<file path="src/common/im2col_pkg.sv">
package im2col_pkg;

    ////////////////////
    // Widths
    ////////////////////
    localparam int DATA_W = 32;         // Bus word and element
    localparam int STRB_W = DATA_W / 8; // One enable per byte
    localparam int ADDR_W = 16;         // Byte address

    // Buffer depths in words
    localparam int IN_DEPTH  = 1024;
    localparam int OUT_DEPTH = 4096;
    localparam int IN_IDX_W  = 10;
    localparam int OUT_IDX_W = 12;

    ////////////////////
    // Address map
    ////////////////////
    localparam int IN_BASE  = 'h0000;   // Feature map, write only from the bus
    localparam int OUT_BASE = 'h4000;   // Unrolled columns, read only from the bus
    localparam int REG_BASE = 'hC000;   // Register file
    localparam int REG_NUM  = 12;

    // Register word index inside the register region
    typedef enum logic [3:0] {
        RI_C,
        RI_H,
        RI_W,
        RI_KH,
        RI_KW,
        RI_PAD_H,
        RI_PAD_W,
        RI_STRIDE_H,
        RI_STRIDE_W,
        RI_ZEROPOINT,
        RI_CTRL,        // Bit 0 starts the engine
        RI_STATUS       // Bit 0 busy, bit 1 done
    } reg_idx_e;

    // Response codes, AXI encoding
    typedef enum logic [1:0] {
        RESP_OKAY   = 2'd0,
        RESP_SLVERR = 2'd2,
        RESP_DECERR = 2'd3
    } bus_resp_e;

    typedef enum logic [1:0] {ENG_IDLE, ENG_RUN, ENG_DRAIN} eng_state_e;

    typedef enum logic [1:0] {RG_IN, RG_OUT, RG_REG, RG_NONE} region_e;

endpackage

</file>
<file path="src/im2col_regfile.sv">
`timescale 1ns/1ps

module im2col_regfile (
    input  logic                          clk,
    input  logic                          rstnn,
    input  im2col_pkg::reg_idx_e          reg_index,
    input  logic                          reg_wenable,
    input  logic [im2col_pkg::STRB_W-1:0] reg_wstrb,
    input  logic [im2col_pkg::DATA_W-1:0] reg_wdata,
    input  logic                          reg_renable,
    output logic [im2col_pkg::DATA_W-1:0] reg_rdata,
    output logic [im2col_pkg::DATA_W-1:0] c_num,
    output logic [im2col_pkg::DATA_W-1:0] h_in,
    output logic [im2col_pkg::DATA_W-1:0] w_in,
    output logic [im2col_pkg::DATA_W-1:0] k_h,
    output logic [im2col_pkg::DATA_W-1:0] k_w,
    output logic [im2col_pkg::DATA_W-1:0] pad_h,
    output logic [im2col_pkg::DATA_W-1:0] pad_w,
    output logic [im2col_pkg::DATA_W-1:0] stride_h,
    output logic [im2col_pkg::DATA_W-1:0] stride_w,
    output logic [im2col_pkg::DATA_W-1:0] zeropoint,
    output logic                          start,
    input  logic                          busy,
    input  logic                          finish
);
    import im2col_pkg::*;

    logic [DATA_W-1:0] geo [int'(RI_ZEROPOINT) + 1];   // C up to zero point
    logic              done;

    always_ff @(posedge clk or negedge rstnn) begin
        if (!rstnn) begin
            for (int i = 0; i <= int'(RI_ZEROPOINT); i++) begin
                geo[i] <= '0;
            end
            start <= 1'b0;
            done  <= 1'b0;
        end else begin
            if (reg_wenable && reg_index <= RI_ZEROPOINT) begin
                for (int b = 0; b < STRB_W; b++) begin
                    if (reg_wstrb[b]) geo[reg_index][8*b +: 8] <= reg_wdata[8*b +: 8];
                end
            end
            // CTRL bit 0, dropped while a run is going
            start <= reg_wenable && reg_index == RI_CTRL && reg_wstrb[0] && reg_wdata[0]
                     && !busy;
            if (start)       done <= 1'b0;
            else if (finish) done <= 1'b1;
        end
    end

    always_ff @(posedge clk) begin
        if (reg_renable) begin
            if (reg_index <= RI_ZEROPOINT)   reg_rdata <= geo[reg_index];
            else if (reg_index == RI_STATUS) reg_rdata <= {{(DATA_W-2){1'b0}}, done, busy};
            else                             reg_rdata <= '0; // CTRL is a command
        end
    end

    assign c_num     = geo[RI_C];
    assign h_in      = geo[RI_H];
    assign w_in      = geo[RI_W];
    assign k_h       = geo[RI_KH];
    assign k_w       = geo[RI_KW];
    assign pad_h     = geo[RI_PAD_H];
    assign pad_w     = geo[RI_PAD_W];
    assign stride_h  = geo[RI_STRIDE_H];
    assign stride_w  = geo[RI_STRIDE_W];
    assign zeropoint = geo[RI_ZEROPOINT];

    // Engine leaves idle only after a start, so busy lags start by a cycle
    a_no_start_busy: assert property (@(posedge clk) disable iff (!rstnn) start |-> !busy);

endmodule

</file>
<file path="config.mk">
export PLATFORM = sky130hd
export DESIGN_NAME = im2col_regfile
export DESIGN_NICKNAME = d
export VERILOG_FILES = /design/src/common/im2col_pkg.sv /design/src/im2col_regfile.sv
export SDC_FILE = /design/constraint.sdc
export NUM_CORES = 1
export LEC_CHECK = 0
export BUFFER_PORTS_ARGS = -buffer_cell sky130_fd_sc_hd__buf_2
export CORE_MARGIN = 5
export CORE_UTILIZATION = 38
export CTS_BUF_LIST = sky130_fd_sc_hd__clkbuf_8
export DETAILED_ROUTE_END_ITERATION = 10
export PLACE_DENSITY_LB_ADDON = 0.3
export SYNTH_ARGS = -nofsm -noshare
export SYNTH_HDL_FRONTEND = slang
export SYNTH_SLANG_ARGS = --single-unit
</file>
<file path="constraint.sdc">
create_clock -name clk -period 1.9 [get_ports clk]
set_input_delay 0.285 -clock clk [delete_from_list [all_inputs] [get_ports clk]]
set_output_delay 0.285 -clock clk [all_outputs]
set_load 0.02 [all_outputs]
</file>
# --- Yosys cells after proc, flatten, opt, wreduce, memory -nomap -nowiden ---
# Cells that the tools add are included.
word_totals:
  mem_bits_rw: 0
  latchBits: 0
  register_bits: 354
  mem_bits_ro: 0
  in_bits: 46
  elab_cells: 53
  output_inout_bits: 353
  n_memories: 0
classes:
  n_eq_ne: 2
  order_cmp: 3
  shifts: 0
  reduce_logical: 8
  mul: 0
  n_addsub: 0
  n_bitwise: 1
  n_mux: 26
  n_div: 0
op_table:
  columns: ["operator", "n"]
  rows:
  - ["320-bit two-way mux", 7]
  - ["320-bit bitwise mux", 4]
  - ["32-bit demux with 4-bit select", 4]
  - ["32-bit binary-select mux with 4-bit select", 1]
  - ["32-bit two-way mux", 4]
  - ["24-bit two-way mux", 1]
  - ["16-bit two-way mux", 1]
  - ["4-bit == test (second input constant)", 2]
  - ["8-bit two-way mux", 1]
  - ["1-bit logical AND", 6]
  - ["5-bit greater-or-equal comparator (second input constant)", 1]
  - ["5-bit by 1-bit less-than comparator with 1-bit output (second input constant)", 1]
  - ["4-bit NOT with 5-bit output", 1]
  - ["4-bit less-or-equal comparator (second input constant)", 1]
  - ["1-bit two-way mux", 2]
  - ["2-bit two-way mux", 1]
  - ["2-bit nonzero test", 1]
  - ["1-bit logical NOT", 1]

# --- Longest topological paths before layout ---
depth:
  ltp_word: 16
  ltp_mapped: 6
  depth_no_buf: 3

# --- Least setup slack after synthesis ---
# Ideal clock, no wire load.
synth_path:
  kind: "input to register"
  start: "in reg_index[0]"
  end: "reg reg_rdata[27] in the netlist's numbering (data pin)"
  setup_ps: 269
  n_path_buf: 3
  arrival_time_ps: 1472
  stages: 6
  path_slack_ps: 159
  required_ps: 1631
  path_cell_list: "buf_4 > buf_6 > buf_4 > mux4_2 > a22oi_1 > o21ai_0"
synth_via:
  elab_chain_cells: 5
  word_cells_on_any_way: 6
  cone_classes: "order compare (1); mux (4); bitwise (1)"
synth_lines:
  columns: ["element", "line_no", "text"]
  rows:
  - ["from (decl)", "im2col_regfile.sv:6", "input im2col_pkg::reg_idx_e reg_index,"]
  - ["4-bit NOT with 5-bit output (not written as such)", "im2col_regfile.sv:54", "if (reg_index <= RI_ZEROPOINT) reg_rdata <= geo[reg_index];"]
  - ["32-bit binary-select mux with 4-bit select", "im2col_regfile.sv:54", null]
  - ["32-bit two-way mux (not written as such) (2 in a row)", "im2col_regfile.sv:54", null]
  - ["32-bit two-way mux (*)", "im2col_regfile.sv:54", null]
  - ["to (signal assigned)", "im2col_regfile.sv:54", null]
  - ["to (signal assigned)", "im2col_regfile.sv:55", "else if (reg_index == RI_STATUS) reg_rdata <= {{(DATA_W-2){1'b0}}, done, busy};"]
  - ["to (decl)", "im2col_regfile.sv:11", "output logic [im2col_pkg::DATA_W-1:0] reg_rdata,"]
# Every way passes the cells marked *; elsewhere a longest branch is shown, timed or not. The select of a mux whose other input is x is not followed.
# A chain may end at the register's enable or synchronous reset.

# --- Worst setup path in the final report ---
layout_path:
  start: "reg geo, in the netlist k_w[22]"
  end: "out k_w[22] in the netlist's numbering"
layout_lines:
  columns: ["element", "line_no", "text"]
  rows:
  - ["from (decl)", "im2col_regfile.sv:28", "logic [DATA_W-1:0] geo [int'(RI_ZEROPOINT) + 1];"]
  - ["from (signal, indexed assignment)", "im2col_regfile.sv:41", "if (reg_wstrb[b]) geo[reg_index][8*b +: 8] <= reg_wdata[8*b +: 8];"]
  - ["to (decl)", "im2col_regfile.sv:16", "output logic [im2col_pkg::DATA_W-1:0] k_w,"]
# No word-level cell between the ends.

==> results.ini <==
[clock_network]
cts.sinks=354
hold_buffers=33
cts_tree=done
clk_path_buf_depth=3
cts_buffers=60
cts_max_level=2
root_buffer=clkbuf_8
clkTransAtPathRegs_ps=60
cts_resized=0
postCtsSetupBuffers=0
clk_latency_ps=630

[worst_setup_path]
crit_type=register to primary output
start_kind=register
cpLargestDelayFamily=flip-flops
cpMaxStageDelayCell=dfrtp_1
worstRegToRegCells=3
cp_cell_sequence=buf_2
rr_startpoint=stride_h[27]$_DFFE_PN0P_
worstPathArrival_ps=1260
cp.required_ps=1620
cp.depth=1
path_buf_inv=1
worstPathMaxFanout=3
critical_path.endpoint_type=primary output
slowest_delay_ps=410
crit_start=k_w[22]$_DFFE_PN0P_

[global_routing]
grt_max_degree=63
grt_util_all_layers_pct=22.22
antenna_found_initial=5
overflow=0
grt_pass1_wl_mm=79.29
grt_pass1_vias=12030

[drt]
wl_per_cell_um=24.84
drt_first_pass_iters=7
drc=0
vias=11040
drt_wl_total_mm=51.89
routed_via_density=5.283
drt-initial-drc-count=639
postRouteAntennaNets=0

[final_layout]
fin_util_pct=50.39
fillCellCount=3643
final_common_cell=buf_2
ff_latch_area_sq_um=9019
layout_common_cells=395 x buf_2, 322 x dfrtp_1, 312 x mux2_2
drive_gt1_share_pct=65.18
multi_input_area_sq_um=6515
area_delta_synth_final_pct=31.79
finalNetCount=1544

[synth]
postSynthAreaPerCell_sq_um=16.26
yosysUniqueCellTypes=33
synth-warning-count=0
synth_compound_area_share_pct=2.576
synthCells=980
synthArstFlopShare_pct=90.96
synth_xor_area_share_pct=0
synth.area.mux_share_pct=33.87
synth_top_family_by_area=multiplexers
synth_fa_ha_area_share_pct=0
synthesis.area_sq_um=15930
synth_nets=1026
seq_area_frac_synth_pct=56.61
ys_ff_latch=354
synth_ff_type=dfrtp_1
synth_edf_count=32
synthSimpleGateAreaFrac_pct=4.391

[timing]
period_minus_slack_ps=1545
hold_viol=0
rsz0062_at_grt=no
period_share_pct=81.30
finClkSkew_ps=16.91
fin_setup_tns_ps=0
setup_viol=0
maxSlewHeadroom_pct=63.56
max_freq_mhz=647.4
tightest_slew_ps=545.3
slew_violations=0

[die]
die_area_sq_um=46120
core_sq_um=41670
start_util_pct=38.23
ios=399
dieWidth_um=214.8
row_count=75
dieHeight_um=214.8

[power]
p_leak_nw=10.21
power_density_nw_per_um2=1121
ir_worst_vdd_mv=0.8254
power_mw=23.54

[flow_run]
drv_cap=0

[outcome]
status=complete, no violations

[worst_hold_path]
holdCritPathClass=primary input to register
min_path_cells=2
hold_path_startpoint=reg_wdata[26]

[placement]
place_congestion=0.8207
io_buffer_count=398
hpwl_mm=36.35

## where the power goes
part	total, mW	switching [mW]	internal (mW)	leakage (nW)
combinational	6.34	3.58	2.76	5.03
sequential	10.3	1.24	9.09	4.44
clock	6.87	3.10	3.77	0.731
total	23.5	7.92	15.6	10.2
## through the flow
step / setup WS (ps) / cells / hold WS [ps] / area [sq um]
after floorplan: 159.3 / 980 / -10.59 / 15930
after global placement: -127.2 / 1942 / 277.7 / 19430
after detailed placement: -116.8 / 1942 / 275.9 / 19430
after CTS: 300.8 / 2087 / 0.5704 / 20990
after global routing: 287.6 / 2089 / 31.77 / 21000
final: 355.3 / 2089 / 55.80 / 21000
## per-layer routing
metal  wire length, um  vias up  global-route usage (%)
met5                30        -                       0
met4              1125        6                   6.292
met3              3381       69                   5.432
met2             25050      409                   36.07
met1             22310     5810                   30.03
li1                  -     4742                       -
## path summary, 6_finish.rpt
path	end	slack, ps
max in group asynchronous	k_h[1]$_DFFE_PN0P_	940
max reg2reg	reg_rdata[27]$_SDFFCE_PP0P_	420
min reg2reg	done$_DFFE_PN0P_	520
max	k_w[22]	360
min	zeropoint[26]$_DFFE_PN0P_	60
min in group asynchronous	zeropoint[7]$_DFFE_PN0P_	220
## logic make-up (layout without fill, tap and decap cells)
group,Yosys count,count (layout)
compound gates,64,64
simple gates,69,69
buf+inv,77,645
mux,416,416
flops,354,354
other cells,0,2
## sequential cells by signal, indices dropped and copies added (netlist names)
| signal | count |
|---|---|
| done | 1 |
| stride_h | 32 |
| h_in | 32 |
| c_num | 32 |
| start | 1 |
| pad_h | 32 |
| pad_w | 32 |
| zeropoint | 32 |
| k_w | 32 |
| k_h | 32 |
| stride_w | 32 |
| reg_rdata | 32 |
| w_in | 32 |
## layout make-up
cell class              instances  area share (%)
clock buffers                  74           4.851
clock inverters                38          0.9833
multi-input cells             549           31.03
repair buffers                533           16.94
well taps                     539           3.212
diodes                          2         0.02384
flip-flops and latches        354           42.96
## Yosys cell counts, types with 2 or more instances
cell type    n  area [sq um]
mux2i_1     32         320.3
nand4_4      5         106.4
nand4_2      4         50.05
mux2_2     312          3513
clkbuf_2     2         10.01
o21ai_1     15         75.07
buf_6       10         112.6
mux4_2      64          1441
nor2_1       4         15.01
buf_4        7         52.55
nor4_4       3         63.81
a22oi_1     32         240.2
nor2_2       9         56.30
nor2b_1      3         18.77
nand2b_1     5         31.28
nor3_4      12         195.2
nand4b_1     3         26.28
nor2_4       4         45.04
nand2_1     11         41.29
buf_1       34         127.6
o21ai_0     15         75.07
clkbuf_1    13         48.80
a221o_1      2         20.02
dfrtp_1    322          8058
mux2_4       8         120.1
edfxtp_1    32         960.9
buf_2       11         55.05
Power figures use the tool's default switching activity.
