## config.mk

```make
export PLATFORM = sky130hd
export DESIGN_NAME = im2col_bus_slave
export DESIGN_NICKNAME = d
export VERILOG_FILES = /design/src/common/im2col_pkg.sv /design/src/im2col_bus_slave.sv
export SDC_FILE = /design/constraint.sdc
export NUM_CORES = 1
export LEC_CHECK = 0
export ABC_AREA = 1
export BUFFER_PORTS_ARGS = -buffer_cell sky130_fd_sc_hd__buf_4
export CAP_MARGIN = 10
export CORE_AREA = 2 2 100 102
export CTS_CLUSTER_SIZE = 10
export DETAILED_ROUTE_END_ITERATION = 10
export DIE_AREA = 0 0 102 104
export PLACE_DENSITY = 0.77
export SYNTH_ARGS = -nofsm -noshare
export SYNTH_HDL_FRONTEND = slang
export SYNTH_SLANG_ARGS = --single-unit
export TNS_END_PERCENT = 5
```

## constraint.sdc

```tcl
create_clock -name clk -period 2 [get_ports clk]
set_input_delay 0.3 -clock clk [delete_from_list [all_inputs] [get_ports clk]]
set_output_delay 0.3 -clock clk [all_outputs]
set_load 0.05 [all_outputs]
```

## src/common/im2col_pkg.sv

```systemverilog
package im2col_pkg;

    ////////////////////
    // Widths
    ////////////////////
    localparam int DATA_W = 32;         // Bus word and element
    localparam int STRB_W = DATA_W / 8; // One enable per byte
    localparam int ADDR_W = 16;         // Byte address

    // Buffer depths in words
    localparam int IN_DEPTH  = 1024;
    localparam int OUT_DEPTH = 4096;
    localparam int IN_IDX_W  = 10;
    localparam int OUT_IDX_W = 12;

    ////////////////////
    // Address map
    ////////////////////
    localparam int IN_BASE  = 'h0000;   // Feature map, write only from the bus
    localparam int OUT_BASE = 'h4000;   // Unrolled columns, read only from the bus
    localparam int REG_BASE = 'hC000;   // Register file
    localparam int REG_NUM  = 12;

    // Register word index inside the register region
    typedef enum logic [3:0] {
        RI_C,
        RI_H,
        RI_W,
        RI_KH,
        RI_KW,
        RI_PAD_H,
        RI_PAD_W,
        RI_STRIDE_H,
        RI_STRIDE_W,
        RI_ZEROPOINT,
        RI_CTRL,        // Bit 0 starts the engine
        RI_STATUS       // Bit 0 busy, bit 1 done
    } reg_idx_e;

    // Response codes, AXI encoding
    typedef enum logic [1:0] {
        RESP_OKAY   = 2'd0,
        RESP_SLVERR = 2'd2,
        RESP_DECERR = 2'd3
    } bus_resp_e;

    typedef enum logic [1:0] {ENG_IDLE, ENG_RUN, ENG_DRAIN} eng_state_e;

    typedef enum logic [1:0] {RG_IN, RG_OUT, RG_REG, RG_NONE} region_e;

endpackage

```

## src/im2col_bus_slave.sv

```systemverilog
`timescale 1ns/1ps

module im2col_bus_slave (
    input  logic                             clk,
    input  logic                             rstnn,
    input  logic                             req_valid,
    output logic                             req_ready,
    input  logic                             req_write,
    input  logic [im2col_pkg::ADDR_W-1:0]    req_addr,
    input  logic [im2col_pkg::DATA_W-1:0]    req_wdata,
    input  logic [im2col_pkg::STRB_W-1:0]    req_wstrb,
    output logic                             resp_valid,
    input  logic                             resp_ready,
    output logic [im2col_pkg::DATA_W-1:0]    resp_rdata,
    output im2col_pkg::bus_resp_e            resp_code,
    output logic [im2col_pkg::IN_IDX_W-1:0]  ibuf_windex,
    output logic                             ibuf_wenable,
    output logic [im2col_pkg::STRB_W-1:0]    ibuf_wstrb,
    output logic [im2col_pkg::DATA_W-1:0]    ibuf_wdata,
    output logic [im2col_pkg::OUT_IDX_W-1:0] obuf_rindex,
    output logic                             obuf_renable,
    input  logic [im2col_pkg::DATA_W-1:0]    obuf_rdata,
    output im2col_pkg::reg_idx_e             reg_index,
    output logic                             reg_wenable,
    output logic [im2col_pkg::STRB_W-1:0]    reg_wstrb,
    output logic [im2col_pkg::DATA_W-1:0]    reg_wdata,
    output logic                             reg_renable,
    input  logic [im2col_pkg::DATA_W-1:0]    reg_rdata
);
    import im2col_pkg::*;

    logic [ADDR_W-1:0] in_off, out_off, reg_off;
    region_e           region, rd_region;
    logic              accept, outstanding, rd_pending;

    ////////////////////
    // Address decode
    ////////////////////
    // Offsets wrap below each base, so one compare per region is enough
    assign in_off  = req_addr - ADDR_W'(IN_BASE);
    assign out_off = req_addr - ADDR_W'(OUT_BASE);
    assign reg_off = req_addr - ADDR_W'(REG_BASE);

    always_comb begin
        if (in_off < ADDR_W'(IN_DEPTH * 4))        region = RG_IN;
        else if (out_off < ADDR_W'(OUT_DEPTH * 4)) region = RG_OUT;
        else if (reg_off < ADDR_W'(REG_NUM * 4))   region = RG_REG;
        else                                       region = RG_NONE;
    end

    assign req_ready = !outstanding;    // One request in flight
    assign accept    = req_valid && req_ready;

    // Storage strobes, only in the accept cycle
    assign ibuf_windex  = in_off[IN_IDX_W+1:2];
    assign ibuf_wenable = accept && req_write && region == RG_IN;
    assign ibuf_wstrb   = req_wstrb;
    assign ibuf_wdata   = req_wdata;
    assign obuf_rindex  = out_off[OUT_IDX_W+1:2];
    assign obuf_renable = accept && !req_write && region == RG_OUT;
    assign reg_index    = reg_idx_e'(reg_off[5:2]);
    assign reg_wenable  = accept && req_write && region == RG_REG;
    assign reg_wstrb    = req_wstrb;
    assign reg_wdata    = req_wdata;
    assign reg_renable  = accept && !req_write && region == RG_REG;

    ////////////////////
    // Response
    ////////////////////
    always_ff @(posedge clk or negedge rstnn) begin
        if (!rstnn) begin
            outstanding <= 1'b0;
            rd_pending  <= 1'b0;
            rd_region   <= RG_NONE;
            resp_valid  <= 1'b0;
            resp_code   <= RESP_OKAY;
            resp_rdata  <= '0;
        end else begin
            rd_pending <= 1'b0;
            if (accept) begin
                outstanding <= 1'b1;
                if (!req_write && region != RG_NONE) begin // Wait for storage
                    rd_pending <= 1'b1;
                    rd_region  <= region;
                end else begin
                    resp_valid <= 1'b1;
                    resp_rdata <= '0;
                    if (region == RG_NONE)     resp_code <= RESP_DECERR;
                    else if (region == RG_OUT) resp_code <= RESP_SLVERR; // Engine owns it
                    else                       resp_code <= RESP_OKAY;
                end
            end
            if (rd_pending) begin
                resp_valid <= 1'b1;
                resp_code  <= RESP_OKAY;
                case (rd_region)
                    RG_OUT:  resp_rdata <= obuf_rdata;
                    RG_REG:  resp_rdata <= reg_rdata;
                    default: resp_rdata <= '0; // No bus read port on the input buffer
                endcase
            end
            if (resp_valid && resp_ready) begin
                resp_valid  <= 1'b0;
                outstanding <= 1'b0;
            end
        end
    end

    a_one_strobe: assert property (@(posedge clk) disable iff (!rstnn)
        $onehot0({ibuf_wenable, obuf_renable, reg_wenable, reg_renable}));
    a_resp_hold: assert property (@(posedge clk) disable iff (!rstnn)
        resp_valid && !resp_ready |=> resp_valid);

endmodule

```

-- Word-level counts from Yosys, hierarchy flattened
Cells that the tools add are included.
- bits of input ports: 121
- register bits after elaboration: 39
- memories: 0
- bits in read-only memories: 0
- bits in latches: 0
- word-level logic and storage cells: 57
- output and inout port bits: 138
- memory bits (writable): 0
- bitwise logic cells: 0
- reductions and logical operators: 18
- shift-type cells: 0
- add/subtract/negate cells: 2
- eq/ne operators: 8
- multiplexer cells: 20
- magnitude comparators: 3
- multiply operators: 0
- divide/modulo/power cells: 0
- operators with widths (operator ; number):
    32-bit two-way mux ; 3
    32-bit case mux with 2 select lines ; 1
    16-bit by 13-bit less-than comparator with 1-bit output (second input constant) ; 1
    16-bit by 15-bit less-than comparator with 1-bit output (second input constant) ; 1
    16-bit by 6-bit less-than comparator with 1-bit output (second input constant) ; 1
    16-bit by 15-bit subtractor with 16-bit output (second input constant) ; 1
    16-bit subtractor (second input constant) ; 1
    2-bit two-way mux ; 7
    1-bit logical AND ; 9
    1-bit two-way mux ; 9
    2-bit equality test (second input constant) ; 3
    2-bit AND reduction ; 3
    2-bit by 1-bit equality test with 1-bit output (second input constant) ; 2
    2-bit inequality test (second input constant) ; 2
    2-bit nonzero test ; 2
    3-bit by 2-bit inequality test with 1-bit output (second input constant) ; 1
    3-bit nonzero test ; 1
    1-bit logical NOT ; 2
    2-bit logical NOT ; 1

-- Longest topological paths before layout
- word-level depth: 11
- gate-level depth with buffers: 9
- depth with buffers taken out: 9

-- Worst setup path before layout
Ideal clock, no wire load.
- path kind: register to output
- from: register outstanding
- to: output reg_renable
- data required time: 1700 ps
- stages on the path, launching flop included: 6
- arrival time: 1463 ps
- path buffers: 0
- path slack: 237 ps
- cells stage by stage: dfrtp_1 > nor2_2 > inv_1 > nor2_1 > inv_1 > nor2_1
- longest elaborated chain between the ends: 4
- RTL lines (element ; line ; RTL):
    from (decl) ; im2col_bus_slave.sv:34 ; logic accept, outstanding, rd_pending;
    from (signal assigned) ; im2col_bus_slave.sv:72 ; outstanding <= 1'b0;
    from (signal assigned) ; im2col_bus_slave.sv:81 ; outstanding <= 1'b1;
    from (signal assigned) ; im2col_bus_slave.sv:104 ; outstanding <= 1'b0;
    1-bit logical NOT ; im2col_bus_slave.sv:51 ; assign req_ready = !outstanding;
    1-bit logical AND ; im2col_bus_slave.sv:52 ; assign accept = req_valid && req_ready;
    1-bit logical AND (2 in a row) ; im2col_bus_slave.sv:65 ; assign reg_renable = accept && !req_write && region == RG_REG;
    to (decl) ; im2col_bus_slave.sv:27 ; output logic reg_renable,
No other way between the ends.

-- Worst setup path after layout
Ends and elaborated chain as after synthesis.

==> results.cfg <==
[logic_synthesis]
synthTopCellsByArea = dfrtp_1 33%, buf_4 26%, a22o_1 10%
synth_area_sq_mm = 0.002800
synth_top_area_cell = dfrtp_1
seq_area_frac_synth_pct = 34.94
ys_ff_latch = 39
synth_area_per_cell_sq_um = 8.188
postSynthCellCount = 342
yosys_warnings = 0
synth_top_area_share_pct = 33.07
synth_nets = 465
yosysUniqueCellTypes = 20

[cells_and_area]
n_fill_cell = 1021
syn_to_final_growth_pct = 18.59
diodes = 0
nets = 504
layout-drive-gt1-share_pct = 41.10
multi_input_area_sq_um = 830.8
seq_area_sq_um = 978.4

[global_route]
grt_pass1_wl_um = 11090
grt_start_max_net_pins = 40
gr-usage-all-layers_pct = 13.01
grt_pass1_vias = 2295
antenna_found_initial = 0
overflow = 0

[critical_path]
critPathMaxStageDelay_ns = 0.40
cp-end-kind = output port
r2r_setup_slack_ns = 0.27
criticalPathCategory = flop to output port
worst_r2r_endpoint = resp_rdata[18]$_DFFE_PN0P_
worstPathCellList = nor2_2, inv_1, nor2_1, inv_1, nor2_1, buf_4
worst_r2r_path_depth = 4
slowest_stage = dfrtp_1
path_delay_family = simple AND/OR/NAND/NOR gates
crit_fanout = 4
path_buf_inv = 3
startpoint_type = flop
r2r-start = rd_region[0]$_DFFE_PN1P_
worstPathRequired_ns = 1.70
critical_path_arrival_ns = 1.50

[clock_network]
cts_tree = built
htree_num_levels = 2
clock_sink_count = 39
cts_setup_buffers = 0
clock_tree.buffer_depth = 2
clk_latency_ns = 0.28
path_clk_slew_ns = 0.07
cts_root_buf = clkbuf_8
cts_buffers = 5
cts_hold_buf = 1
cts_resized = 0

[die]
die_w_um = 102
ios = 259
start_util_pct = 29.32
coreArea_sq_mm = 0.009549
dieArea_sq_mm = 0.01061
rows = 36
die_h_um = 104

[min_path]
min-delay-start = req_valid
hold_class = input pin to flop
hold_path_depth = 2
min_to = outstanding$_DFFE_PN0P_

[routing]
wl_per_cell_um = 13.50
met1_length_um = 2787
postRouteAntennaNets = 0
dr_wl_met3_um = 510
drt_iter0_markers = 65
wl_um = 6954
highest_layer = met4
drc_errors = 0
viasPerCell = 4.353
routed-wl-met2_um = 3472
first_pass_iters = 4
vias = 2242

[job]
drv_cap = 0

[timing]
finalSetupViolCount = 0
layout_min_cycle_time_ns = 1.795
hold-worst-slack_ns = 0.2373
setup_tns_ns = 0
hold_violations = 0
fin_worst_skew_ns = 0.004931
slew_violations = 0
timing.slew.headroom_pct = 56.95
rsz0062_at_grt = no
worst_slew_pin_slew_ns = 0.6448
period_share_pct = 89.76
fin_ws_ns = 0.2048
fmax_ghz = 0.5570

[power]
powerDensity_mw_per_mm2 = 808.8
total_leakage_power_nw = 1.746
vdd_drop_max_uv = 250.9

[status]
status = finished, final reports clean

[placed_design]
gp_congestion = 0.7525
hpwl_um = 5262
io_buffers = 140
pre_cts_slack_ns = 0.2353
## worst reg2reg max path: stages (launching register included)
cell and delay (ns):
dfstp_2 0.55, inv_1 0.05, ha_1 0.27, or2_2 0.52, o21ai_0 0.27
## how the worst max path moves through the flow
stage / slack [ns] / start / depth (start not counted) / end
2_1_floorplan: 0.24 / outstanding$_DFFE_PN0P_ / 5 / reg_renable
3_3_place_gp: 0.30 / rd_region[0]$_DFFE_PN1P_ / 4 / resp_rdata[18]$_DFFE_PN0P_
3_5_place_dp: 0.24 / req_addr[13] / 6 / resp_rdata[26]$_DFFE_PN0P_
4_1_cts: 0.18 / outstanding$_DFFE_PN0P_ / 6 / reg_renable
5_1_grt: 0.09 / outstanding$_DFFE_PN0P_ / 6 / reg_renable
6_report: 0.20 / outstanding$_DFFE_PN0P_ / 6 / reg_renable
## cell families (layout without fill, tap and decap cells)
group,after synthesis,after routing,share of synthesized area [%]
and+or+nand+nor,74,74,12.24
buffers and inverters,159,199,35.39
adders and majority gates,2,2,0.8935
AOI/OAI and AO/OA,68,68,16.53
DFF,39,39,34.94
## flip-flops by register name (all words and copies together) (netlist names)
| register | cells |
|---|---|
| rd_region | 2 |
| outstanding | 1 |
| resp_valid | 1 |
| rd_pending | 1 |
| resp_code | 2 |
| resp_rdata | 32 |
## metrics by stage
stage | power, mW | cells | util (%) | instance area [sq um]
after floorplan | 2.213 | 342 | - | 2800
after global placement | 2.177 | 506 | 33.82 | 3229
after detailed placement | 2.205 | 506 | 33.82 | 3229
after CTS | 2.749 | 515 | 34.77 | 3321
after global routing | 2.887 | 515 | 34.77 | 3321
final | 2.686 | 515 | 34.77 | 3321
## per-layer routing
metal / vias up / global-route usage (%)
li1: 1086 / -
met1: 1034 / 14.75
met2: 93 / 22.98
met3: 29 / 3.091
met4: 0 / 5.333
met5: - / 0
## synth_stat cells
cell type,n
nor2_1,14
clkbuf_1,9
o21a_1,1
nand3_1,35
inv_2,1
buf_2,3
o21ai_0,26
a22o_1,32
dfstp_2,2
nor2_2,1
buf_4,98
nand2_2,1
inv_1,45
dfrtp_1,37
ha_1,2
buf_6,3
or2_2,1
nand2_1,21
o21ai_1,9
nand3_4,1
## final cells by class
| type | instances | share of cell area, % |
|---|---|---|
| Sequential cell | 39 | 29.46 |
| Multi-Input combinational cell | 144 | 25.02 |
| Timing Repair Buffer | 145 | 32.86 |
| Tap cell | 133 | 5.011 |
| Inverter | 46 | 5.200 |
| Clock inverter | 1 | 0.1507 |
| Clock buffer | 7 | 2.298 |
## layout by cell type, fill, tap and decap left out
cell type	count
a22o_1	32
clkinv_2	1
nand2_2	1
inv_1	45
o21a_1	1
o21ai_1	9
clkbuf_1	2
dfrtp_1	37
clkbuf_8	5
nor2_2	1
nand3_4	1
nor2_1	14
inv_2	1
dlygate4sd3_1	1
o21ai_0	26
ha_1	2
nand3_1	35
dfstp_2	2
buf_4	144
nand2_1	21
or2_2	1
## power breakdown
| part | switching [mW] | total [mW] | internal, mW |
|---|---|---|---|
| Combinational | 0.774 | 1.24 | 0.462 |
| Clock | 0.270 | 0.515 | 0.245 |
| Sequential | 0.0556 | 0.935 | 0.880 |
| Total | 1.10 | 2.69 | 1.59 |
(Power assumes the default switching activity.)
