[src/common/im2col_pkg.sv]
package im2col_pkg;

    ////////////////////
    // Widths
    ////////////////////
    localparam int DATA_W = 32;         // Bus word and element
    localparam int STRB_W = DATA_W / 8; // One enable per byte
    localparam int ADDR_W = 16;         // Byte address

    // Buffer depths in words
    localparam int IN_DEPTH  = 1024;
    localparam int OUT_DEPTH = 4096;
    localparam int IN_IDX_W  = 10;
    localparam int OUT_IDX_W = 12;

    ////////////////////
    // Address map
    ////////////////////
    localparam int IN_BASE  = 'h0000;   // Feature map, write only from the bus
    localparam int OUT_BASE = 'h4000;   // Unrolled columns, read only from the bus
    localparam int REG_BASE = 'hC000;   // Register file
    localparam int REG_NUM  = 12;

    // Register word index inside the register region
    typedef enum logic [3:0] {
        RI_C,
        RI_H,
        RI_W,
        RI_KH,
        RI_KW,
        RI_PAD_H,
        RI_PAD_W,
        RI_STRIDE_H,
        RI_STRIDE_W,
        RI_ZEROPOINT,
        RI_CTRL,        // Bit 0 starts the engine
        RI_STATUS       // Bit 0 busy, bit 1 done
    } reg_idx_e;

    // Response codes, AXI encoding
    typedef enum logic [1:0] {
        RESP_OKAY   = 2'd0,
        RESP_SLVERR = 2'd2,
        RESP_DECERR = 2'd3
    } bus_resp_e;

    typedef enum logic [1:0] {ENG_IDLE, ENG_RUN, ENG_DRAIN} eng_state_e;

    typedef enum logic [1:0] {RG_IN, RG_OUT, RG_REG, RG_NONE} region_e;

endpackage

[src/im2col_engine/im2col_engine.sv]
`timescale 1ns/1ps

module im2col_engine (
    input  logic                             clk,
    input  logic                             rstnn,
    input  logic                             start,
    input  logic [im2col_pkg::DATA_W-1:0]    c_num,
    input  logic [im2col_pkg::DATA_W-1:0]    h_in,
    input  logic [im2col_pkg::DATA_W-1:0]    w_in,
    input  logic [im2col_pkg::DATA_W-1:0]    k_h,
    input  logic [im2col_pkg::DATA_W-1:0]    k_w,
    input  logic [im2col_pkg::DATA_W-1:0]    pad_h,
    input  logic [im2col_pkg::DATA_W-1:0]    pad_w,
    input  logic [im2col_pkg::DATA_W-1:0]    stride_h,
    input  logic [im2col_pkg::DATA_W-1:0]    stride_w,
    input  logic [im2col_pkg::DATA_W-1:0]    zeropoint,
    output logic                             busy,
    output logic                             finish,
    output logic [im2col_pkg::IN_IDX_W-1:0]  ibuf_rindex,
    output logic                             ibuf_renable,
    input  logic [im2col_pkg::DATA_W-1:0]    ibuf_rdata,
    output logic [im2col_pkg::OUT_IDX_W-1:0] obuf_windex,
    output logic                             obuf_wenable,
    output logic [im2col_pkg::DATA_W-1:0]    obuf_wdata
);
    import im2col_pkg::*;

    eng_state_e            state;
    logic [DATA_W-1:0]     c, kh, kw;     // Output row counters
    logic [DATA_W-1:0]     ph, pw;        // Window origin in padded coordinates
    logic [DATA_W-1:0]     plane;         // c * H * W as a running sum
    logic [OUT_IDX_W-1:0]  out_idx;
    logic [DATA_W-1:0]     row_p, col_p, in_lin;
    logic                  inb, last_w, last_h, last_kw, last_kh, last_c;
    logic                  wr_v, wr_pad;
    logic [OUT_IDX_W-1:0]  wr_idx;

    ////////////////////
    // Issue decode
    ////////////////////
    assign row_p  = ph + kh;
    assign col_p  = pw + kw;
    assign inb    = row_p >= pad_h && row_p < pad_h + h_in
                    && col_p >= pad_w && col_p < pad_w + w_in;
    assign in_lin = plane + (row_p - pad_h) * w_in + (col_p - pad_w);

    // Next window must still fit inside the padded map
    assign last_w  = pw + stride_w + k_w > w_in + (pad_w << 1);
    assign last_h  = ph + stride_h + k_h > h_in + (pad_h << 1);
    assign last_kw = kw == k_w - 1;
    assign last_kh = kh == k_h - 1;
    assign last_c  = c == c_num - 1;

    assign busy         = state != ENG_IDLE;
    assign finish       = state == ENG_DRAIN;  // Last write lands here
    assign ibuf_rindex  = in_lin[IN_IDX_W-1:0];
    assign ibuf_renable = state == ENG_RUN && inb; // Padding skips the read

    always_ff @(posedge clk or negedge rstnn) begin
        if (!rstnn) begin
            state   <= ENG_IDLE;
            {c, kh, kw, ph, pw, plane} <= '0;
            out_idx <= '0;
            wr_v    <= 1'b0;
        end else begin
            wr_v <= state == ENG_RUN;
            case (state)
                ENG_IDLE: begin
                    if (start) begin
                        {c, kh, kw, ph, pw, plane} <= '0;
                        out_idx <= '0;
                        state   <= ENG_RUN;
                    end
                end
                ENG_RUN: begin
                    out_idx <= out_idx + OUT_IDX_W'(1);
                    if (!last_w) pw <= pw + stride_w;     // ow step
                    else begin
                        pw <= '0;
                        if (!last_h) ph <= ph + stride_h; // oh step
                        else begin
                            ph <= '0;
                            if (!last_kw) kw <= kw + 1;
                            else begin
                                kw <= '0;
                                if (!last_kh) kh <= kh + 1;
                                else begin
                                    kh <= '0;
                                    if (!last_c) begin
                                        c     <= c + 1;
                                        plane <= plane + h_in * w_in;
                                    end else begin
                                        state <= ENG_DRAIN;
                                    end
                                end
                            end
                        end
                    end
                end
                default: state <= ENG_IDLE;   // DRAIN, one cycle
            endcase
        end
    end

    // Write stage, one cycle behind issue
    always_ff @(posedge clk) begin
        wr_pad <= !inb;
        wr_idx <= out_idx;
    end

    assign obuf_wenable = wr_v;
    assign obuf_windex  = wr_idx;
    assign obuf_wdata   = wr_pad ? zeropoint : ibuf_rdata;

    // Last buffer word ends the run, no wrap back to word 0
    a_out_range: assert property (@(posedge clk) disable iff (!rstnn)
        obuf_wenable && obuf_windex == OUT_IDX_W'(OUT_DEPTH - 1) |=> !obuf_wenable);

endmodule

[config.mk]
export PLATFORM = sky130hd
export DESIGN_NAME = im2col_engine
export DESIGN_NICKNAME = d
export VERILOG_FILES = /design/src/common/im2col_pkg.sv /design/src/im2col_engine/im2col_engine.sv
export SDC_FILE = /design/constraint.sdc
export NUM_CORES = 2
export LEC_CHECK = 0
export BUFFER_PORTS_ARGS = -buffer_cell sky130_fd_sc_hd__buf_4
export CAP_MARGIN = 5
export CORE_ASPECT_RATIO = 1.4
export CORE_UTILIZATION = 55
export CTS_CLUSTER_DIAMETER = 50
export DETAILED_ROUTE_END_ITERATION = 12
export GPL_ROUTABILITY_DRIVEN = 0
export PLACE_DENSITY = 0.75
export RECOVER_POWER = 25
export SETUP_SLACK_MARGIN = 0.1
export SLEW_MARGIN = 40
export SYNTH_ARGS = -nofsm -noshare
export SYNTH_HDL_FRONTEND = slang
export SYNTH_SLANG_ARGS = --single-unit
[constraint.sdc]
create_clock -name clk -period 8.5 [get_ports clk]
set_input_delay 1.275 -clock clk [delete_from_list [all_inputs] [get_ports clk]]
set_output_delay 1.275 -clock clk [all_outputs]
set_load 0.02 [all_outputs]
## Yosys cells after proc, flatten, opt, wreduce, memory -nomap -nowiden

Cells that the tools add are included.

| storage, ports and cells | value |
|---|---|
| memories | 0 |
| RAM bits | 0 |
| memory bits (read-only) | 0 |
| word-level logic and storage cells | 104 |
| latch bits | 0 |
| bits in registers | 220 |

| operators by class | value |
|---|---|
| $lt $le $gt $ge | 6 |
| divide/modulo/power cells | 0 |
| $add $sub $neg | 22 |
| equal/unequal tests | 12 |
| $mul | 2 |
| reductions and logical operators | 14 |
| shift operators | 0 |
| bitwise operators | 0 |
| multiplexer cells | 37 |

Operator list:

| cell | count |
|---|---|
| 2-to-1 mux 32 bit | 22 |
| one-hot mux 32 bit (2 select lines) | 6 |
| adder 32 bit | 11 |
| adder 32 x 1 -> 32 bit, second input constant | 3 |
| == test 32 bit | 3 |
| subtractor 32 x 1 -> 32 bit, second input constant | 3 |
| greater-or-equal comparator 32 bit | 2 |
| greater-than comparator 32 bit | 2 |
| less-than comparator 32 bit | 2 |
| multiplier 32 x 32 -> 10 bit | 1 |
| multiplier 32 x 32 -> 32 bit | 1 |
| subtractor 32 bit | 1 |
| one-hot mux 12 bit (2 select lines) | 1 |
| adder 10 bit | 2 |
| != test 2 bit, second input constant | 7 |
| adder 12 x 1 -> 12 bit, second input constant | 1 |
| 2-to-1 mux 12 bit | 1 |
| 2-to-1 mux 2 bit | 6 |
| subtractor 10 bit | 1 |
| AND reduction 7 bit | 1 |
| AND reduction 6 bit | 1 |
| AND reduction 5 bit | 1 |
| logical AND 1 bit | 4 |
| one-hot mux 2 bit (2 select lines) | 1 |
| 8 further kinds | 9 |

## Longest topological paths before layout

| logic depth | value |
|---|---|
| depth in word-level cells | 8 |
| gate-level depth with buffers | 38 |

## Worst setup path after synthesis

No wires, ideal clock.

| path | value |
|---|---|
| path type | input -> register |
| start point | input stride_h[0] in the netlist's numbering |
| end point | register kw[17] |
| arrival | 8.532 ns |
| setup slack | -0.164 ns |
| buffers on the path | 3 |
| stages | 37 |
| cells stage by stage | ha_1 -> inv_1 -> fa_1 -> nor2b_1 -> o31a_1 -> o211ai_1 -> a31oi_1 -> o21a_1 -> o21a_1 -> or2_2 -> a311o_1 -> a21oi_1 -> xnor2_1 -> ha_1 -> a21o_1 -> a21o_1 -> o31ai_1 -> a21oi_1 -> a21oi_1 -> or2_2 -> or3_1 -> a31oi_1 -> a41o_1 -> a21oi_1 -> xnor2_1 -> ha_1 -> nand4_1 -> or4_1 -> o2111a_1 -> a31oi_1 -> and3_1 -> clkbuf_1 -> clkbuf_1 -> buf_1 -> nand4_1 -> xor2_1 -> nor2_1 |

| on the way | value |
|---|---|
| word-level cells in the longest chain between the ends | 5 |

RTL lines:

| what | RTL line | text |
|---|---|---|
| from (decl) | im2col_engine.sv:14 | `input logic [im2col_pkg::DATA_W-1:0] stride_h,` |
| adder 32 bit (2 in a row) | im2col_engine.sv:49 | `assign last_h = ph + stride_h + k_h > h_in + (pad_h << 1);` |
| greater-than comparator 32 bit | im2col_engine.sv:49 |  |
| != test 2 bit (no line) | - |  |
| AND reduction 4 bit (no line) | - |  |
| to (signal assigned) | im2col_engine.sv:83 | `if (!last_kw) kw <= kw + 1;` |
| to (decl) | im2col_engine.sv:29 | `logic [DATA_W-1:0] c, kh, kw;` |

Every way passes these cells.
A chain may end at the register's enable or synchronous reset.

## Final worst setup path

| path | value |
|---|---|
| start point | register kh[0] |
| end point | output ibuf_rindex[9] in the netlist's numbering |

| on the way | value |
|---|---|
| word-level cells in the longest chain between the ends | 5 |

RTL lines:

| what | RTL line | text |
|---|---|---|
| from (decl) | im2col_engine.sv:29 |  |
| from (signal assigned) | im2col_engine.sv:86 | `if (!last_kh) kh <= kh + 1;` |
| adder 32 bit | im2col_engine.sv:41 | `assign row_p = ph + kh;` |
| subtractor 32 bit | im2col_engine.sv:45 | `assign in_lin = plane + (row_p - pad_h) * w_in + (col_p - pad_w);` |
| multiplier 32 x 32 -> 10 bit | im2col_engine.sv:45 |  |
| adder 10 bit (2 in a row) | im2col_engine.sv:45 |  |
| to (decl) | im2col_engine.sv:19 | `output logic [im2col_pkg::IN_IDX_W-1:0] ibuf_rindex,` |

Every way passes these cells.

==> out/results.ini <==
[run_status]
outcome=finished, violations left
violations=max-capacitance violations, max-slew violations, negative setup slack

[sta]
hold_viol=0
post-route-period-util=1.03
worst_pin_slew_ns=3.62
setup_ws_ns=-0.251
fmax_mhz=114
clock_skew_ns=0.0187
period_needed_ns=8.75
finalMaxSlewViolations=120
finalSetupViolCount=1
max_slew_margin=-1.42
whs_ns=0.409
rsz0062_at_grt=true

[route]
postRouteAntennaNets=0
vias=35100
route.detailed.drc=0
drt_wl_total_um=116000
dr.first_iter.drc_count=2328
via_per_inst=6.12
drt_first_pass_iters=6
wire_per_inst_um=20.2

[flow_run]
max_cap_viol_count=3

[clock_tree]
cts_buffer_depth=2
h-tree-depth=4
clock_latency_ns=0.47
cts_tree=yes
clkSinkCount=198
numCtsBuffers=17
cts_root_buffer=clkbuf_16
clkSlewWorstSetupHoldPaths_ns=0.09

[power_and_ir_drop]
p_total_mw=21.2
p_per_area_nw_per_um2=509
leakage_nw=20.7
irDropWorstVdd_mv=2.22

[setup_path]
arrival_ns=7.48
endpoint_kind=primary output
criticalPathCategory=flop to primary output
worstPathRequired_ns=7.22
critPathMostFrequentCell=xnor2_1
critical_path_peak_fanout=3
crit_path_max_incr_delay_ns=0.57
crit_path_top_delay_cell=fa_2
startpoint_type=flop

[synthesis]
synth_flop_cell=dfrtp_1
syn_inst=4254
synth-seq-cells=198
ys_seq_area_frac=0.142
ys_warn_count=0
synth_fp_nets=5265
syn_area_per_cell_um2=8.09
ys_async_sr_fraction=0.934
netlist-cell-type-count=87
synth-edff-count=0
syn_area_um2=34400

[floorplan]
rows=108
die_w_um=213
pin_count=413
die_h_um=298
dieArea_um2=63600
core-area_um2=61900
initial_core_util=0.556

[final_layout]
stdcell_area_um2=41700
final_layout_size_suffix_gt1_frac=0.183
nets=5904
area_growth_pct=21.3
fillers=5359

[hold_path]
hp-class=flop to flop

[global_routing]
first_global_vias=34900
grt_pass1_wl_um=179000
grt_usage=0.359
grt.overflow.total=0
antenna_found_initial=10
grt_max_degree=72

[placed_design]
io_buffers=412
hpwl_um=96200
place_area_um2=40300
dp_slack_ns=-0.665

## final cells by class
| cell class | instances | area [um^2] | share of cell area |
|---|---|---|---|
| inverter | 291 | 1090 | 0.0262 |
| timing repair buffer | 707 | 5450 | 0.131 |
| clock inverter | 15 | 198 | 0.00474 |
| clock buffer | 17 | 425 | 0.0102 |
| antenna | 8 | 20.0 | 0.000480 |
| sequential | 198 | 4890 | 0.117 |
| tap | 825 | 1030 | 0.0247 |
| multi-input combinational | 3678 | 28600 | 0.686 |
## critical path, delay by kind of cell (launching register included)
kind | cells | cell delay (ns)
buffers and inverters | 4 | 0.50
and+or+nand+nor | 1 | 0.05
adders and majority gates | 8 | 3.33
DFF | 1 | 0.46
AOI/OAI and AO/OA | 5 | 0.91
xor gates and xnor gates | 9 | 1.75
## layout by cell type (no fill, tap or decap), types with 24 or more instances in the layout
| cell type | Yosys | layout |
|---|---|---|
| and2_1 | 46 | 46 |
| nand2_1 | 279 | 278 |
| o31ai_1 | 25 | 24 |
| a22o_1 | 69 | 69 |
| nor3_1 | 105 | 105 |
| nand4_1 | 94 | 94 |
| mux2_2 | 34 | 34 |
| or3_1 | 66 | 64 |
| o21bai_1 | 44 | 44 |
| nor2_1 | 297 | 294 |
| dfrtp_1 | 185 | 183 |
| fa_1 | 86 | 83 |
| o21a_1 | 68 | 68 |
| ha_1 | 570 | 564 |
| and3_1 | 58 | 57 |
| nor4_1 | 41 | 37 |
| a211oi_1 | 32 | 31 |
| nor2b_1 | 68 | 66 |
| buf_4 | 1 | 680 |
| xnor2_1 | 328 | 321 |
| o21ai_0 | 218 | 210 |
| a21o_1 | 190 | 190 |
| nand3_1 | 110 | 106 |
| a21oi_1 | 315 | 295 |
| inv_1 | 290 | 289 |
| xor2_1 | 173 | 172 |
| nand2b_1 | 55 | 55 |
## synthesized netlist by cell type (25+ instances only)
| library cell | instances | area, um^2 |
|---|---|---|
| a21oi_1 | 315 | 1580 |
| o21a_1 | 68 | 510 |
| ha_1 | 570 | 7130 |
| nand4_1 | 94 | 588 |
| nor2_1 | 297 | 1110 |
| nand2_1 | 279 | 1050 |
| xnor2_1 | 328 | 2870 |
| o21ai_0 | 218 | 1090 |
| inv_1 | 290 | 1090 |
| clkbuf_1 | 70 | 263 |
| a22o_1 | 69 | 604 |
| o31ai_1 | 25 | 188 |
| fa_1 | 86 | 1720 |
| or3_1 | 66 | 413 |
| nand3_1 | 110 | 551 |
| a21o_1 | 190 | 1430 |
| dfrtp_1 | 185 | 4630 |
| and2_1 | 46 | 288 |
| a211oi_1 | 32 | 240 |
| or4_1 | 27 | 203 |
| nor3_1 | 105 | 526 |
| and3_1 | 58 | 363 |
| mux2_2 | 34 | 383 |
| nand2b_1 | 55 | 344 |
| nor2b_1 | 68 | 425 |
| o21bai_1 | 44 | 330 |
| nor4_1 | 41 | 257 |
| xor2_1 | 173 | 1520 |
## state kept, by name, summed over array words and instances (netlist names)
register	count
c	32
kh	32
kw	32
obuf_wenable	1
obuf_windex	12
out_idx	12
ph	32
plane	10
pw	32
state	2
wr_pad	1
## power by group
| group | total [mW] | switching (mW) | internal [mW] |
|---|---|---|---|
| registers | 1.38 | 0.226 | 1.16 |
| clock network | 0.883 | 0.473 | 0.410 |
| logic | 19.0 | 9.94 | 9.03 |
## worst paths after layout
path | start | slack (ns) | cells past startpoint | to
min | out_idx[11]$_DFFE_PN0P_ | 0.41 | 0 | obuf_windex[11]$_DFF_P_
max reg2reg | ph[0]$_DFFE_PN0P_ | 0.50 | 36 | c[15]$_DFFE_PN0P_
min in group asynchronous | rstnn | 2.01 | 1 | pw[28]$_DFFE_PN0P_
min reg2reg | out_idx[11]$_DFFE_PN0P_ | 0.41 | 0 | obuf_windex[11]$_DFF_P_
max | kh[0]$_DFFE_PN0P_ | -0.25 | 27 | ibuf_rindex[9]
max in group asynchronous | rstnn | 2.18 | 3 | kh[0]$_DFFE_PN0P_
## what timing repair did
action / 4_1_cts / 5_1_grt
hold buffers: 0 / 0
gates resized for setup: 32 / 79
pin swaps: 24 / 51
setup endpoints to repair: 92 / 161
gates cloned: 0 / 4
buffers inserted: 12 / 17
## kinds of logic after synthesis
| kind of cell | count (synthesis) | share of synthesized area |
|---|---|---|
| XOR/XNOR | 503 | 0.129 |
| adder cells (fa/ha/maj) | 656 | 0.257 |
| AND/OR/NAND/NOR | 1314 | 0.194 |
| multiplexers | 49 | 0.0155 |
| flip-flops | 198 | 0.142 |
| buffers and inverters | 379 | 0.0417 |
| AO/OA/AOI/OAI | 1155 | 0.221 |
## layer usage
metal  share of wire  up-vias  track usage
met5         0.00015        -            0
li1                -    16800            -
met4           0.067        2        0.235
met2            0.51     1260        0.648
met3           0.053      350       0.0373
met1            0.37    16700        0.393
## stage by stage
step	utilization	instances	TNS (ns)
2_1_floorplan	-	4254	0
3_3_place_gp	0.651	5663	-28.82
3_5_place_dp	0.652	5665	-49.79
4_1_cts	0.666	5709	-0.240
5_1_grt	0.675	5739	-0.506
6_report	0.675	5739	-0.251
Note: power is estimated with default switching activity, not from simulation.
